<file path="config.mk">
export PLATFORM = sky130hd
export DESIGN_NAME = wb_stage
export DESIGN_NICKNAME = d
export VERILOG_FILES = /design/src/logic/commit_pkg.sv /design/src/logic/excp_encode.sv /design/src/logic/commit_ctrl.sv /design/src/logic/stable_timer.sv /design/src/logic/excp_csr.sv /design/src/logic/wb_stage.sv
export SDC_FILE = /design/constraint.sdc
export NUM_CORES = 1
export LEC_CHECK = 0
export BUFFER_PORTS_ARGS = -buffer_cell sky130_fd_sc_hd__buf_2
export CORE_AREA = 5 5 130 132
export DETAILED_ROUTE_END_ITERATION = 6
export DIE_AREA = 0 0 135 137
export HOLD_SLACK_MARGIN = 0.06
export PLACE_DENSITY_LB_ADDON = 0.1
export SYNTH_ARGS = -nofsm -noshare
export SYNTH_HDL_FRONTEND = slang
export SYNTH_SLANG_ARGS = --single-unit
</file>
<file path="constraint.sdc">
create_clock -name clk -period 3.5 [get_ports clk]
set_input_delay 0.35 -clock clk [delete_from_list [all_inputs] [get_ports clk]]
set_output_delay 0.35 -clock clk [all_outputs]
set_load 0.005 [all_outputs]
</file>
<file path="src/logic/commit_pkg.sv">
package commit_pkg;

    // data and address width
    localparam int XLEN = 32;

    // bit positions in the 16-bit cause vector
    // lower index wins
    typedef enum logic [3:0] {
        IDX_INT   = 4'd0,
        IDX_ADEF  = 4'd1,
        IDX_ITLBR = 4'd2,
        IDX_PIF   = 4'd3,
        IDX_IPPI  = 4'd4,
        IDX_SYS   = 4'd5,
        IDX_BRK   = 4'd6,
        IDX_INE   = 4'd7,
        IDX_IPE   = 4'd8,
        IDX_ALE   = 4'd9,
        IDX_ADEM  = 4'd10,
        IDX_DTLBR = 4'd11,
        IDX_PME   = 4'd12,
        IDX_DPPI  = 4'd13,
        IDX_PIS   = 4'd14,
        IDX_PIL   = 4'd15
    } excp_idx_e;

    // estat ecode field
    typedef enum logic [5:0] {
        ECODE_INT  = 6'h00,
        ECODE_PIL  = 6'h01,
        ECODE_PIS  = 6'h02,
        ECODE_PIF  = 6'h03,
        ECODE_PME  = 6'h04,
        ECODE_PPI  = 6'h07,
        ECODE_ADE  = 6'h08,
        ECODE_ALE  = 6'h09,
        ECODE_SYS  = 6'h0B,
        ECODE_BRK  = 6'h0C,
        ECODE_INE  = 6'h0D,
        ECODE_IPE  = 6'h0E,
        ECODE_TLBR = 6'h3F
    } ecode_e;

    // esubcode splits ADE into fetch and memory flavours
    localparam logic [8:0] ESUBCODE_ADEF = 9'd0;
    localparam logic [8:0] ESUBCODE_ADEM = 9'd1;

    // csr numbers seen on the write strobe
    typedef enum logic [13:0] {
        CSR_CRMD   = 14'h000,
        CSR_PRMD   = 14'h001,
        CSR_ESTAT  = 14'h005,
        CSR_ERA    = 14'h006,
        CSR_BADV   = 14'h007,
        CSR_EENTRY = 14'h00C,
        CSR_TCFG   = 14'h041,
        CSR_TICLR  = 14'h044
    } csr_num_e;

    // commit control states
    typedef enum logic [1:0] {
        CS_RUN,
        CS_WAIT_ICACHE,
        CS_RECOVER
    } commit_state_e;

    // tcfg layout
    localparam int TCFG_EN_BIT       = 0;
    localparam int TCFG_PERIODIC_BIT = 1;
    localparam int TCFG_INITVAL_LSB  = 2;

    // ticlr clear bit
    localparam int TICLR_CLR_BIT = 0;

    // ie in crmd, pie in prmd, same slot
    localparam int CRMD_IE_BIT = 2;

    // refetch bubble after a flush
    localparam int RECOVER_CYCLES = 1;
    localparam int RECOVER_CNT_W  = (RECOVER_CYCLES > 1) ? $clog2(RECOVER_CYCLES) : 1;

endpackage

</file>
<file path="src/logic/excp_encode.sv">
`timescale 1ns/1ns

module excp_encode import commit_pkg::*; (
    input  logic [15:0]     excp_num,
    input  logic            irq,
    input  logic [XLEN-1:0] pc,
    input  logic [XLEN-1:0] mem_addr,
    input  logic            left_valid,
    output ecode_e          ecode,
    output logic [8:0]      esubcode,
    output logic [XLEN-1:0] badv,
    output logic            badv_valid
);

    // cause vector with the interrupt folded in
    logic [15:0] cause;
    logic        hit;
    excp_idx_e   sel;
    // where badv comes from
    logic        from_pc;
    logic        from_mem;

    // pending interrupt joins bit 0
    always_comb begin
        cause = excp_num;
        cause[IDX_INT] = excp_num[IDX_INT] | irq;
    end

    // scan from the top, last hit is the lowest index
    always_comb begin
        hit = 1'b0;
        sel = IDX_INT;
        for (int i = 15; i >= 0; i--) begin
            if (cause[i]) begin
                hit = 1'b1;
                sel = excp_idx_e'(i);
            end
        end
    end

    // ecode, esubcode and badv source per winning cause
    always_comb begin
        ecode    = ECODE_INT;
        esubcode = '0;
        from_pc  = 1'b0;
        from_mem = 1'b0;
        if (hit) begin
            case (sel)
                IDX_INT:   ecode = ECODE_INT;
                // fetch side, faulting address is the pc
                IDX_ADEF: begin
                    ecode    = ECODE_ADE;
                    esubcode = ESUBCODE_ADEF;
                    from_pc  = 1'b1;
                end
                IDX_ITLBR: begin
                    ecode   = ECODE_TLBR;
                    from_pc = 1'b1;
                end
                IDX_PIF: begin
                    ecode   = ECODE_PIF;
                    from_pc = 1'b1;
                end
                IDX_IPPI: begin
                    ecode   = ECODE_PPI;
                    from_pc = 1'b1;
                end
                // no address attached
                IDX_SYS:   ecode = ECODE_SYS;
                IDX_BRK:   ecode = ECODE_BRK;
                IDX_INE:   ecode = ECODE_INE;
                IDX_IPE:   ecode = ECODE_IPE;
                // memory side, faulting address from the lsu
                IDX_ALE: begin
                    ecode    = ECODE_ALE;
                    from_mem = 1'b1;
                end
                IDX_ADEM: begin
                    ecode    = ECODE_ADE;
                    esubcode = ESUBCODE_ADEM;
                    from_mem = 1'b1;
                end
                IDX_DTLBR: begin
                    ecode    = ECODE_TLBR;
                    from_mem = 1'b1;
                end
                IDX_PME: begin
                    ecode    = ECODE_PME;
                    from_mem = 1'b1;
                end
                IDX_DPPI: begin
                    ecode    = ECODE_PPI;
                    from_mem = 1'b1;
                end
                IDX_PIS: begin
                    ecode    = ECODE_PIS;
                    from_mem = 1'b1;
                end
                IDX_PIL: begin
                    ecode    = ECODE_PIL;
                    from_mem = 1'b1;
                end
            endcase
        end
    end

    assign badv = from_pc ? pc : (from_mem ? mem_addr : '0);
    // only meaningful with a live instruction at the head
    assign badv_valid = (from_pc | from_mem) & left_valid;

endmodule

</file>
<file path="src/logic/commit_ctrl.sv">
`timescale 1ns/1ns

module commit_ctrl import commit_pkg::*; (
    input  logic clk,
    input  logic arst_n,
    input  logic head_excp,
    input  logic icache_busy,
    input  logic right_ready,
    input  logic left_valid,
    output logic stall,
    output logic fire
);

    commit_state_e            state;
    commit_state_e            state_nxt;
    // bubble length counter
    logic [RECOVER_CNT_W-1:0] rcnt;
    // flush can go this cycle
    logic                     can_fire;

    // live head, consumer ready, icache idle
    assign can_fire = left_valid & head_excp & right_ready & ~icache_busy;

    always_comb begin
        state_nxt = state;
        stall     = 1'b0;
        fire      = 1'b0;
        case (state)
            CS_RUN: begin
                if (can_fire) begin
                    fire      = 1'b1;
                    state_nxt = CS_RECOVER;
                end else if (head_excp & icache_busy) begin
                    // icache still refilling, hold the head
                    stall     = 1'b1;
                    state_nxt = CS_WAIT_ICACHE;
                end
            end
            CS_WAIT_ICACHE: begin
                if (can_fire) begin
                    fire      = 1'b1;
                    state_nxt = CS_RECOVER;
                end else if (!head_excp) begin
                    // head went away, nothing to flush
                    state_nxt = CS_RUN;
                end else begin
                    stall = icache_busy;
                end
            end
            CS_RECOVER: begin
                // refetch bubble
                stall = 1'b1;
                if (rcnt == '0) begin
                    state_nxt = CS_RUN;
                end
            end
            default: begin
                state_nxt = CS_RUN;
            end
        endcase
    end

    always_ff @(posedge clk or negedge arst_n) begin
        if (!arst_n) begin
            state <= CS_RUN;
        end else begin
            state <= state_nxt;
        end
    end

    // arm on fire, count down while recovering
    always_ff @(posedge clk or negedge arst_n) begin
        if (!arst_n) begin
            rcnt <= '0;
        end else if (fire) begin
            rcnt <= RECOVER_CNT_W'(RECOVER_CYCLES - 1);
        end else if (state == CS_RECOVER && rcnt != '0) begin
            rcnt <= rcnt - 1'b1;
        end
    end

endmodule

</file>
<file path="src/logic/stable_timer.sv">
`timescale 1ns/1ns

module stable_timer import commit_pkg::*; (
    input  logic            clk,
    input  logic            arst_n,
    input  logic            csr_we,
    input  csr_num_e        csr_num,
    input  logic [XLEN-1:0] csr_wdata,
    output logic            timer_pending
);

    // tcfg fields kept apart
    logic                             tcfg_periodic;
    logic [XLEN-TCFG_INITVAL_LSB-1:0] tcfg_initval;
    // counting, cleared on one-shot expiry
    logic                             cnt_en;
    logic [XLEN-1:0]                  tval;
    logic                             tcfg_wr;
    logic                             ticlr_wr;
    logic                             expire;

    assign tcfg_wr  = csr_we & (csr_num == CSR_TCFG);
    assign ticlr_wr = csr_we & (csr_num == CSR_TICLR) & csr_wdata[TICLR_CLR_BIT];
    // reached zero last edge
    assign expire   = cnt_en & (tval == '0);

    always_ff @(posedge clk or negedge arst_n) begin
        if (!arst_n) begin
            tcfg_periodic <= 1'b0;
            tcfg_initval  <= '0;
            cnt_en        <= 1'b0;
            tval          <= '0;
        end else if (tcfg_wr) begin
            tcfg_periodic <= csr_wdata[TCFG_PERIODIC_BIT];
            tcfg_initval  <= csr_wdata[XLEN-1:TCFG_INITVAL_LSB];
            cnt_en        <= csr_wdata[TCFG_EN_BIT];
            tval          <= XLEN'(csr_wdata[XLEN-1:TCFG_INITVAL_LSB]);
        end else if (expire) begin
            // periodic reloads, one-shot stops
            if (tcfg_periodic) begin
                tval <= XLEN'(tcfg_initval);
            end else begin
                cnt_en <= 1'b0;
            end
        end else if (cnt_en) begin
            tval <= tval - 1'b1;
        end
    end

    // sticky until ticlr, a fresh expiry wins
    always_ff @(posedge clk or negedge arst_n) begin
        if (!arst_n) begin
            timer_pending <= 1'b0;
        end else if (expire && !tcfg_wr) begin
            timer_pending <= 1'b1;
        end else if (ticlr_wr) begin
            timer_pending <= 1'b0;
        end
    end

endmodule

</file>
<file path="src/logic/excp_csr.sv">
`timescale 1ns/1ns

module excp_csr import commit_pkg::*; (
    input  logic            clk,
    input  logic            arst_n,
    input  logic            csr_we,
    input  csr_num_e        csr_num,
    input  logic [XLEN-1:0] csr_wdata,
    input  logic            excp_commit,
    input  logic            ertn_commit,
    input  logic [XLEN-1:0] pc,
    input  ecode_e          ecode,
    input  logic [8:0]      esubcode,
    input  logic [XLEN-1:0] badv,
    input  logic            badv_valid,
    input  logic            timer_pending,
    output logic            irq,
    output logic [XLEN-1:0] flush_pc,
    output logic            crmd_ie
);

    // saved ie
    logic            prmd_pie;
    // exception payload
    logic [XLEN-1:0] era;
    logic [XLEN-1:0] eentry;
    ecode_e          estat_ecode;
    logic [8:0]      estat_esubcode;
    logic [XLEN-1:0] badv_q;
    // estat timer interrupt status
    logic            estat_ti;
    // decoded write strobes
    logic            crmd_wr;
    logic            prmd_wr;
    logic            era_wr;
    logic            eentry_wr;

    assign crmd_wr   = csr_we & (csr_num == CSR_CRMD);
    assign prmd_wr   = csr_we & (csr_num == CSR_PRMD);
    assign era_wr    = csr_we & (csr_num == CSR_ERA);
    assign eentry_wr = csr_we & (csr_num == CSR_EENTRY);

    // timer line mirrored into estat
    assign estat_ti = timer_pending;
    assign irq      = estat_ti & crmd_ie;

    // ertn returns to era, everything else to the handler
    assign flush_pc = ertn_commit ? era : eentry;

    // mode bits, commit events beat csr writes
    always_ff @(posedge clk or negedge arst_n) begin
        if (!arst_n) begin
            crmd_ie  <= 1'b0;
            prmd_pie <= 1'b0;
        end else if (excp_commit) begin
            prmd_pie <= crmd_ie;
            crmd_ie  <= 1'b0;
        end else if (ertn_commit) begin
            crmd_ie <= prmd_pie;
        end else begin
            if (crmd_wr) begin
                crmd_ie <= csr_wdata[CRMD_IE_BIT];
            end
            if (prmd_wr) begin
                prmd_pie <= csr_wdata[CRMD_IE_BIT];
            end
        end
    end

    // return address
    always_ff @(posedge clk) begin
        if (excp_commit) begin
            era <= pc;
        end else if (era_wr) begin
            era <= csr_wdata;
        end
    end

    // handler entry
    always_ff @(posedge clk) begin
        if (eentry_wr) begin
            eentry <= csr_wdata;
        end
    end

    // cause and bad address captured on entry
    always_ff @(posedge clk) begin
        if (excp_commit) begin
            estat_ecode    <= ecode;
            estat_esubcode <= esubcode;
            if (badv_valid) begin
                badv_q <= badv;
            end
        end
    end

endmodule

</file>
<file path="src/logic/wb_stage.sv">
`timescale 1ns/1ns

module wb_stage import commit_pkg::*; (
    input  logic            clk,
    input  logic            arst_n,
    input  logic            left_valid,
    input  logic            right_ready,
    input  logic            icache_busy,
    input  logic [XLEN-1:0] pc,
    input  logic            inst_valid,
    input  logic            wreg_en,
    input  logic [4:0]      wreg_index,
    input  logic [XLEN-1:0] mem_result,
    input  logic [XLEN-1:0] mem_addr,
    input  logic [15:0]     excp_num,
    input  logic            ertn,
    input  logic            csr_we,
    input  csr_num_e        csr_num,
    input  logic [XLEN-1:0] csr_wdata,
    output logic            left_ready,
    output logic            right_valid,
    output logic            wreg_en_out,
    output logic [4:0]      wreg_index_out,
    output logic [XLEN-1:0] wreg_data,
    output logic            excp_flush,
    output logic            ertn_flush,
    output logic [XLEN-1:0] flush_pc,
    output ecode_e          ecode,
    output logic [8:0]      esubcode,
    output logic [XLEN-1:0] badv,
    output logic            badv_valid,
    output logic            crmd_ie
);

    logic irq;
    logic has_excp;
    logic head_excp;
    logic stall;
    logic fire;
    logic timer_pending;

    // any cause or a taken interrupt
    assign has_excp  = (|excp_num) | irq;
    assign head_excp = left_valid & (has_excp | ertn);

    // handshake, held while the ctrl fsm stalls
    assign left_ready  = right_ready & ~stall;
    assign right_valid = left_valid & ~stall;

    // exception wins over ertn on the same head
    assign excp_flush = fire & has_excp;
    assign ertn_flush = fire & ~has_excp;

    // write port and bypass, killed on excepting heads
    assign wreg_en_out    = wreg_en & inst_valid & left_valid & left_ready & ~head_excp;
    assign wreg_index_out = wreg_index;
    assign wreg_data      = mem_result;

    excp_encode u_encode (
        .excp_num   (excp_num),
        .irq        (irq),
        .pc         (pc),
        .mem_addr   (mem_addr),
        .left_valid (left_valid),
        .ecode      (ecode),
        .esubcode   (esubcode),
        .badv       (badv),
        .badv_valid (badv_valid)
    );

    commit_ctrl u_ctrl (
        .clk         (clk),
        .arst_n      (arst_n),
        .head_excp   (head_excp),
        .icache_busy (icache_busy),
        .right_ready (right_ready),
        .left_valid  (left_valid),
        .stall       (stall),
        .fire        (fire)
    );

    stable_timer u_timer (
        .clk           (clk),
        .arst_n        (arst_n),
        .csr_we        (csr_we),
        .csr_num       (csr_num),
        .csr_wdata     (csr_wdata),
        .timer_pending (timer_pending)
    );

    excp_csr u_csr (
        .clk           (clk),
        .arst_n        (arst_n),
        .csr_we        (csr_we),
        .csr_num       (csr_num),
        .csr_wdata     (csr_wdata),
        .excp_commit   (excp_flush),
        .ertn_commit   (ertn_flush),
        .pc            (pc),
        .ecode         (ecode),
        .esubcode      (esubcode),
        .badv          (badv),
        .badv_valid    (badv_valid),
        .timer_pending (timer_pending),
        .irq           (irq),
        .flush_pc      (flush_pc),
        .crmd_ie       (crmd_ie)
    );

endmodule

</file>
# == Word-level counts from Yosys, hierarchy flattened ==
# Index checks and enable logic that the tools add are counted.
# totals
ff_bits,134
wordCells,172
# op_classes
n_addsub,2
n_eq_ne,28
muxes,75
bitwise,31
n_reduce_logical,25
# op_table
op,count
$mux 32,9
$pmux 6 s13,1
$mux 4,16
$mux 1,40
$eq 4x4->1 const B,8
$logic_not 32->1,1
$sub 32x1->32 const B,1
$eq 14x7->1 const B,2
$and 1x1->1,23
$eq 4x3->1 const B,4
$reduce_or 16->1,1
$eq 14x1->1 const B,1
$eq 14x3->1 const B,1
$eq 14x4->1 const B,1
$logic_not 14->1,1
$mux 2,5
$reduce_bool 2->1,5
$mux 9,1
$eq 4x2->1 const B,2
$reduce_or 2->1,4
$reduce_or 7->1,1
$mux 6,1
$ne 2x2->1 const B,3
$ne 3x1->1 const B,2
17 further kinds,27

# == Depth between registers and ports, before layout ==
# depth
word_depth,22
depth_mapped,12

# == Cells and area by module ==
# From an unflattened synthesis, not the netlist that was laid out.
# hier_totals
hier_cells,807
area_unflattened_um2,8062.7
# by_module_without_submodules
module,n_inst,cells_per_inst,area_each_um2
stable_timer,1,457,3716.1
excp_csr,1,162,2914.0
excp_encode,1,121,909.6
wb_stage,1,53,371.6
commit_ctrl,1,14,151.4

# == Worst setup path after synthesis ==
# OpenSTA, ideal clock, no wires.
# synth_timing
kind,reg-to-reg
startpoint,reg u_csr.crmd_ie
endpoint,"reg u_csr.era[0], enable pin"
setup_ns,0.479
arrival_ns,2.411
required_ns,3.021
slack_ns,0.610
stages_incl_launch_ff,7
path_buffers,1
synth_period_minus_slack_ns,2.890
path_cell_list,dfrtp_1 > a211o_1 > nor3_1 > nand3_1 > nand2_1 > clkbuf_1 > nand2_1
# synth_between
elab_chain_len,11
# synth_lines
element,line,text
start: declaration,excp_csr.sv:19,output logic crmd_ie
start signal: assignment,excp_csr.sv:59,crmd_ie <= prmd_pie;
start signal: assignment,excp_csr.sv:62,crmd_ie <= csr_wdata[CRMD_IE_BIT];
$and 1x1->1 (*),excp_csr.sv:45,assign irq = estat_ti & crmd_ie;
$or 1x1->1 (*),wb_stage.sv:43,assign has_excp = (|excp_num) | irq;
$or 1x1->1,wb_stage.sv:44,assign head_excp = left_valid & (has_excp | ertn);
$and 1x1->1,wb_stage.sv:44,
$and 1x1->1 (3 in a row),commit_ctrl.sv:22,assign can_fire = left_valid & head_excp & right_ready & ~icache_busy;
$mux 1,"commit_ctrl.sv:30, commit_ctrl.sv:40",
$mux 1,-,
$and 1x1->1 (*),wb_stage.sv:51,assign excp_flush = fire & has_excp;
$reduce_bool 2->1 (no line) (*),-,
end signal: assignment,excp_csr.sv:73,era <= pc;
end signal: assignment,excp_csr.sv:75,era <= csr_wdata;
end: declaration,excp_csr.sv:25,logic [XLEN-1:0] era;
# Every way passes the cells marked *; elsewhere a longest branch is shown, timed or not.
# A chain may end at the register's enable or synchronous reset.

# == Worst setup path after layout ==
# layout_timing
startpoint,reg u_csr.crmd_ie
endpoint,out badv[10]
# layout_between
elab_chain_len,9
elab_cells_between_ends,23
cone_classes,11 x eq/ne; 8 x mux; 2 x bitwise; 2 x reduce/logical
# layout_lines
element,line,text
$and 1x1->1 (*),excp_csr.sv:45,
$or 1x1->1 (*),excp_encode.sv:26,cause[IDX_INT] = excp_num[IDX_INT] | irq;
$mux 4,excp_encode.sv:34,if (cause[i]) begin
$eq 4x4->1,excp_encode.sv:48,case (sel)
$reduce_or 7->1 (no line),-,
$mux 1,excp_encode.sv:48,
$mux 1,excp_encode.sv:47,if (hit) begin
$mux 32,excp_encode.sv:107,assign badv = from_pc ? pc : (from_mem ? mem_addr : '0);
$mux 32 (*),excp_encode.sv:107,
end: declaration,wb_stage.sv:30,"output logic [XLEN-1:0] badv,"
# Marked as above.

==> impl_results.md <==
- Synth top area share: between 20% and 30%
- Critical path, cell by cell: a21oi_1, nor2b_1, a22o_1, a31o_2, nor2_1, a21oi_4, buf_4, a22o_1, buf_2
- First-pass GRT wire length: ~35 mm
- Worst-margin pin slew: ~930 ps
- Min Tclk post-route: approximately 3200 ps
- Fillers: ~1,300
- Root buffer cell: clkbuf_16
- Hold Fails Final Rpt: 0
- Prevailing post-synth register cell: dfrtp_1
- Vias in the first global route: approximately 6,600
- CTS sink cnt: 134
- Synthesized area per cell: around 10 µm²
- Core Region: roughly 16,000 µm²
- Final Max Slew Viols: 0
- Routed wire length: about 23 mm
- FF/Latch Area: around 3700 µm²
- Vias: around 6,700
- Post-synthesis sequential area ratio: a little under 50%
- Tot GR Track Use: 24.3%
- Post-Synthesis Cells: between 700 and 800
- CTS tree: yes
- Fmax: about 0.31 GHz
- N_diodes: 0
- Final setup fails: 0
- Die height: around 140 µm
- Initial DRC count: ~380
- Outcome: finished, final reports clean
- Yosys Warn Count: 0
- Critical path's slowest cell: dfrtp_1
- WP data arrival: between 2000 and 3000 ps
- Cell variety after synth: 61
- WS Path Type: reg -> out
- MaxCap Viol Count: 0
- RD Place Congestion: slightly below 0.9
- Multi-input combinational cell area: between 3000 and 4000 µm²
- CTS buffer count: 17
- Clock Skew: roughly 4.8 ps
- Via density per instance: around 5.7
- RSZ-0062 raised after global routing: no
- Hold Slack: about 140 ps
- Die area: between 15,000 and 20,000 µm²
- CP max FO: 17
- Setup_tns: 0 ps
- Fraction of registers with async set or reset after synthesis: a little over half
- CTS max path bufs: 2
- CP max stage delay: 430 ps
- #FFs+latches synth: ~130
- Post-DP HPWL: 17.3 mm
- Worst slew margin: 38.2%
- Initial Util: about half
- Antenna Nets Post-Route: 0
- Post_cts resized: 0
- Setup crit end kind: output pin
- Hold Crit Class: in -> reg
- Critical Path Source Type: register
- Port-buffer cells: between 200 and 250
- GRT overflow: 0
- Initial antenna violation count: 0
- Leakage power: ~4.2 nW
- Largest net degree at the start of global routing: 71
- H-tree Lvls: 4
- Share of cells above drive strength 1: roughly 37%
- Yosys top cell by area: edfxtp_1
- DRT Pass-1 Iters: 5
- EDFF count, synth: 64
- Num rows: 46
- Io pins: 295
- Clk_lat worst skew: about 420 ps
- Dominant cells by area after synthesis: edfxtp_1, dfrtp_1, mux2_2
- Peak supply drop: about 0.00043 V
- Routed len/inst: around 20 µm
- Die width: 135 µm
- Area delta synth->final: 22.5%
- Power Dens Cells: approximately 460 nW/µm²
- Hold buffer count at cts: 0
- CP dominant cell by count: a22o_1
- Clock transition at path regs: around 60 ps
- Area of the mapped netlist: around 7600 µm²
- Setup Buffers After CTS: 0
- Crit path required time: roughly 3200 ps
- Layout Nets: ~1,100
- Remaining DRCs: 0
- Period utilization: between 90% and 100%
-- layer usage --
metal | track usage [%] | vias to the layer above | routed length (µm)
met1 | 31.4 | 3201 | 9680
li1 | - | 3105 | -
met5 | 0 | - | 0
met4 | 9.97 | 0 | 709
met3 | 6.18 | 71 | 1810
met2 | 39.2 | 304 | 11000
-- registers in the layout, indices dropped and copies added (netlist names) --
register / count
u_timer.tval: 32
u_timer.timer_pending: 1
u_timer.tcfg_initval: 30
u_ctrl.state: 2
u_csr.era: 32
u_ctrl.rcnt: 1
u_csr.prmd_pie: 1
u_csr.eentry: 32
u_csr.crmd_ie: 1
u_timer.cnt_en: 1
u_timer.tcfg_periodic: 1
-- cell usage in the layout (no fill, tap or decap), types with 3 or more instances in the layout --
| cell | instances |
|---|---|
| nor3_1 | 17 |
| dfrtp_1 | 70 |
| clkbuf_16 | 17 |
| o31ai_1 | 4 |
| o21ai_1 | 11 |
| a21oi_1 | 17 |
| a31oi_1 | 16 |
| nand2_1 | 133 |
| nor2b_1 | 8 |
| nand4_1 | 7 |
| or4_1 | 8 |
| a22o_1 | 35 |
| clkinv_4 | 3 |
| edfxtp_1 | 64 |
| nand2b_1 | 7 |
| and2_1 | 4 |
| buf_4 | 31 |
| xor2_1 | 8 |
| a211oi_1 | 4 |
| buf_2 | 212 |
| o211ai_1 | 10 |
| and3_1 | 6 |
| a2bb2oi_1 | 3 |
| nor2_1 | 54 |
| inv_6 | 4 |
| inv_1 | 8 |
| bufinv_16 | 3 |
| and4_1 | 3 |
| mux2_2 | 66 |
| nand3_1 | 16 |
| o21ai_0 | 32 |
| xnor2_1 | 8 |
| conb_1 | 8 |
| nor4_1 | 12 |
-- power by group --
| group | switching, mW | internal (mW) | total (mW) |
|---|---|---|---|
| registers | 0.0926 | 1.73 | 1.83 |
| logic | 0.304 | 0.289 | 0.593 |
| clock network | 0.699 | 1.13 | 1.83 |
| total | 1.10 | 3.15 | 4.25 |
-- cell type report --
| cell class | instances | area share (%) |
|---|---|---|
| clock buffer | 19 | 4.65 |
| multi-input combinational | 538 | 36.8 |
| sequential | 134 | 39.4 |
| clock inverter | 13 | 1.84 |
| timing repair buffer | 244 | 14.1 |
| inverter | 8 | 0.322 |
| tap | 216 | 2.90 |
-- critical path, delay by kind of cell, from the launching register on --
family / cells / cell delay, ps
AOI/OAI and AO/OA: 5 / 1170
buffers and inverters: 2 / 450
DFF: 1 / 430
and+or+nand+nor: 2 / 360
-- worst paths after layout --
| check | startpoint | to | slack (ps) | cells past startpoint |
|---|---|---|---|---|
| max | u_csr.crmd_ie$_DFFE_PN0P_ | badv[10] | 300 | 9 |
| min | csr_wdata[29] | u_csr.eentry[29]$_DFFE_PP_ | 140 | 1 |
| max reg2reg | u_timer.tval[0]$_DFFE_PN0P_ | u_timer.tval[7]$_DFFE_PN0P_ | 470 | 8 |
| min reg2reg | u_timer.tcfg_initval[10]$_DFFE_PN0P_ | u_timer.tcfg_initval[10]$_DFFE_PN0P_ | 470 | 2 |
| max in group asynchronous | arst_n | u_ctrl.rcnt$_DFFE_PN0P_ | 2750 | 2 |
| min in group asynchronous | arst_n | u_timer.tval[31]$_DFFE_PN0P_ | 150 | 2 |
-- synthesized netlist by cell type, types with 7 or more instances --
cell	n
a21oi_1	18
a22o_1	35
a31oi_1	16
buf_2	14
buf_4	48
clkbuf_1	22
dfrtp_1	70
edfxtp_1	64
inv_1	8
mux2_2	66
nand2_1	133
nand2b_1	7
nand3_1	16
nand4_1	7
nor2_1	54
nor2b_1	8
nor3_1	17
nor4_1	12
o211ai_1	10
o21ai_0	32
o21ai_1	11
or4_1	8
xnor2_1	8
xor2_1	8
-- through the flow --
step	power [mW]	area, µm²	utilization [%]	std cells	setup WS (ps)
final	4.25	9320	59.7	1172	299
after CTS	4.28	9310	59.7	1172	50.7
after detailed placement	2.44	8700	55.8	1140	341
after global placement	2.42	8700	55.8	1140	436
after global routing	4.43	9320	59.7	1172	71.2
after floorplan	2.19	7630	-	766	610
-- cell families after synthesis --
logic type	share of synthesized area, %
other	0.0493
AOI/OAI and AO/OA	14.1
xor gates and xnor gates	1.84
and+or+nand+nor	18.2
DFF	48.3
muxes	10.0
adders and majority gates	0.164
buffers and inverters	7.34
(Power assumes the default switching activity.)
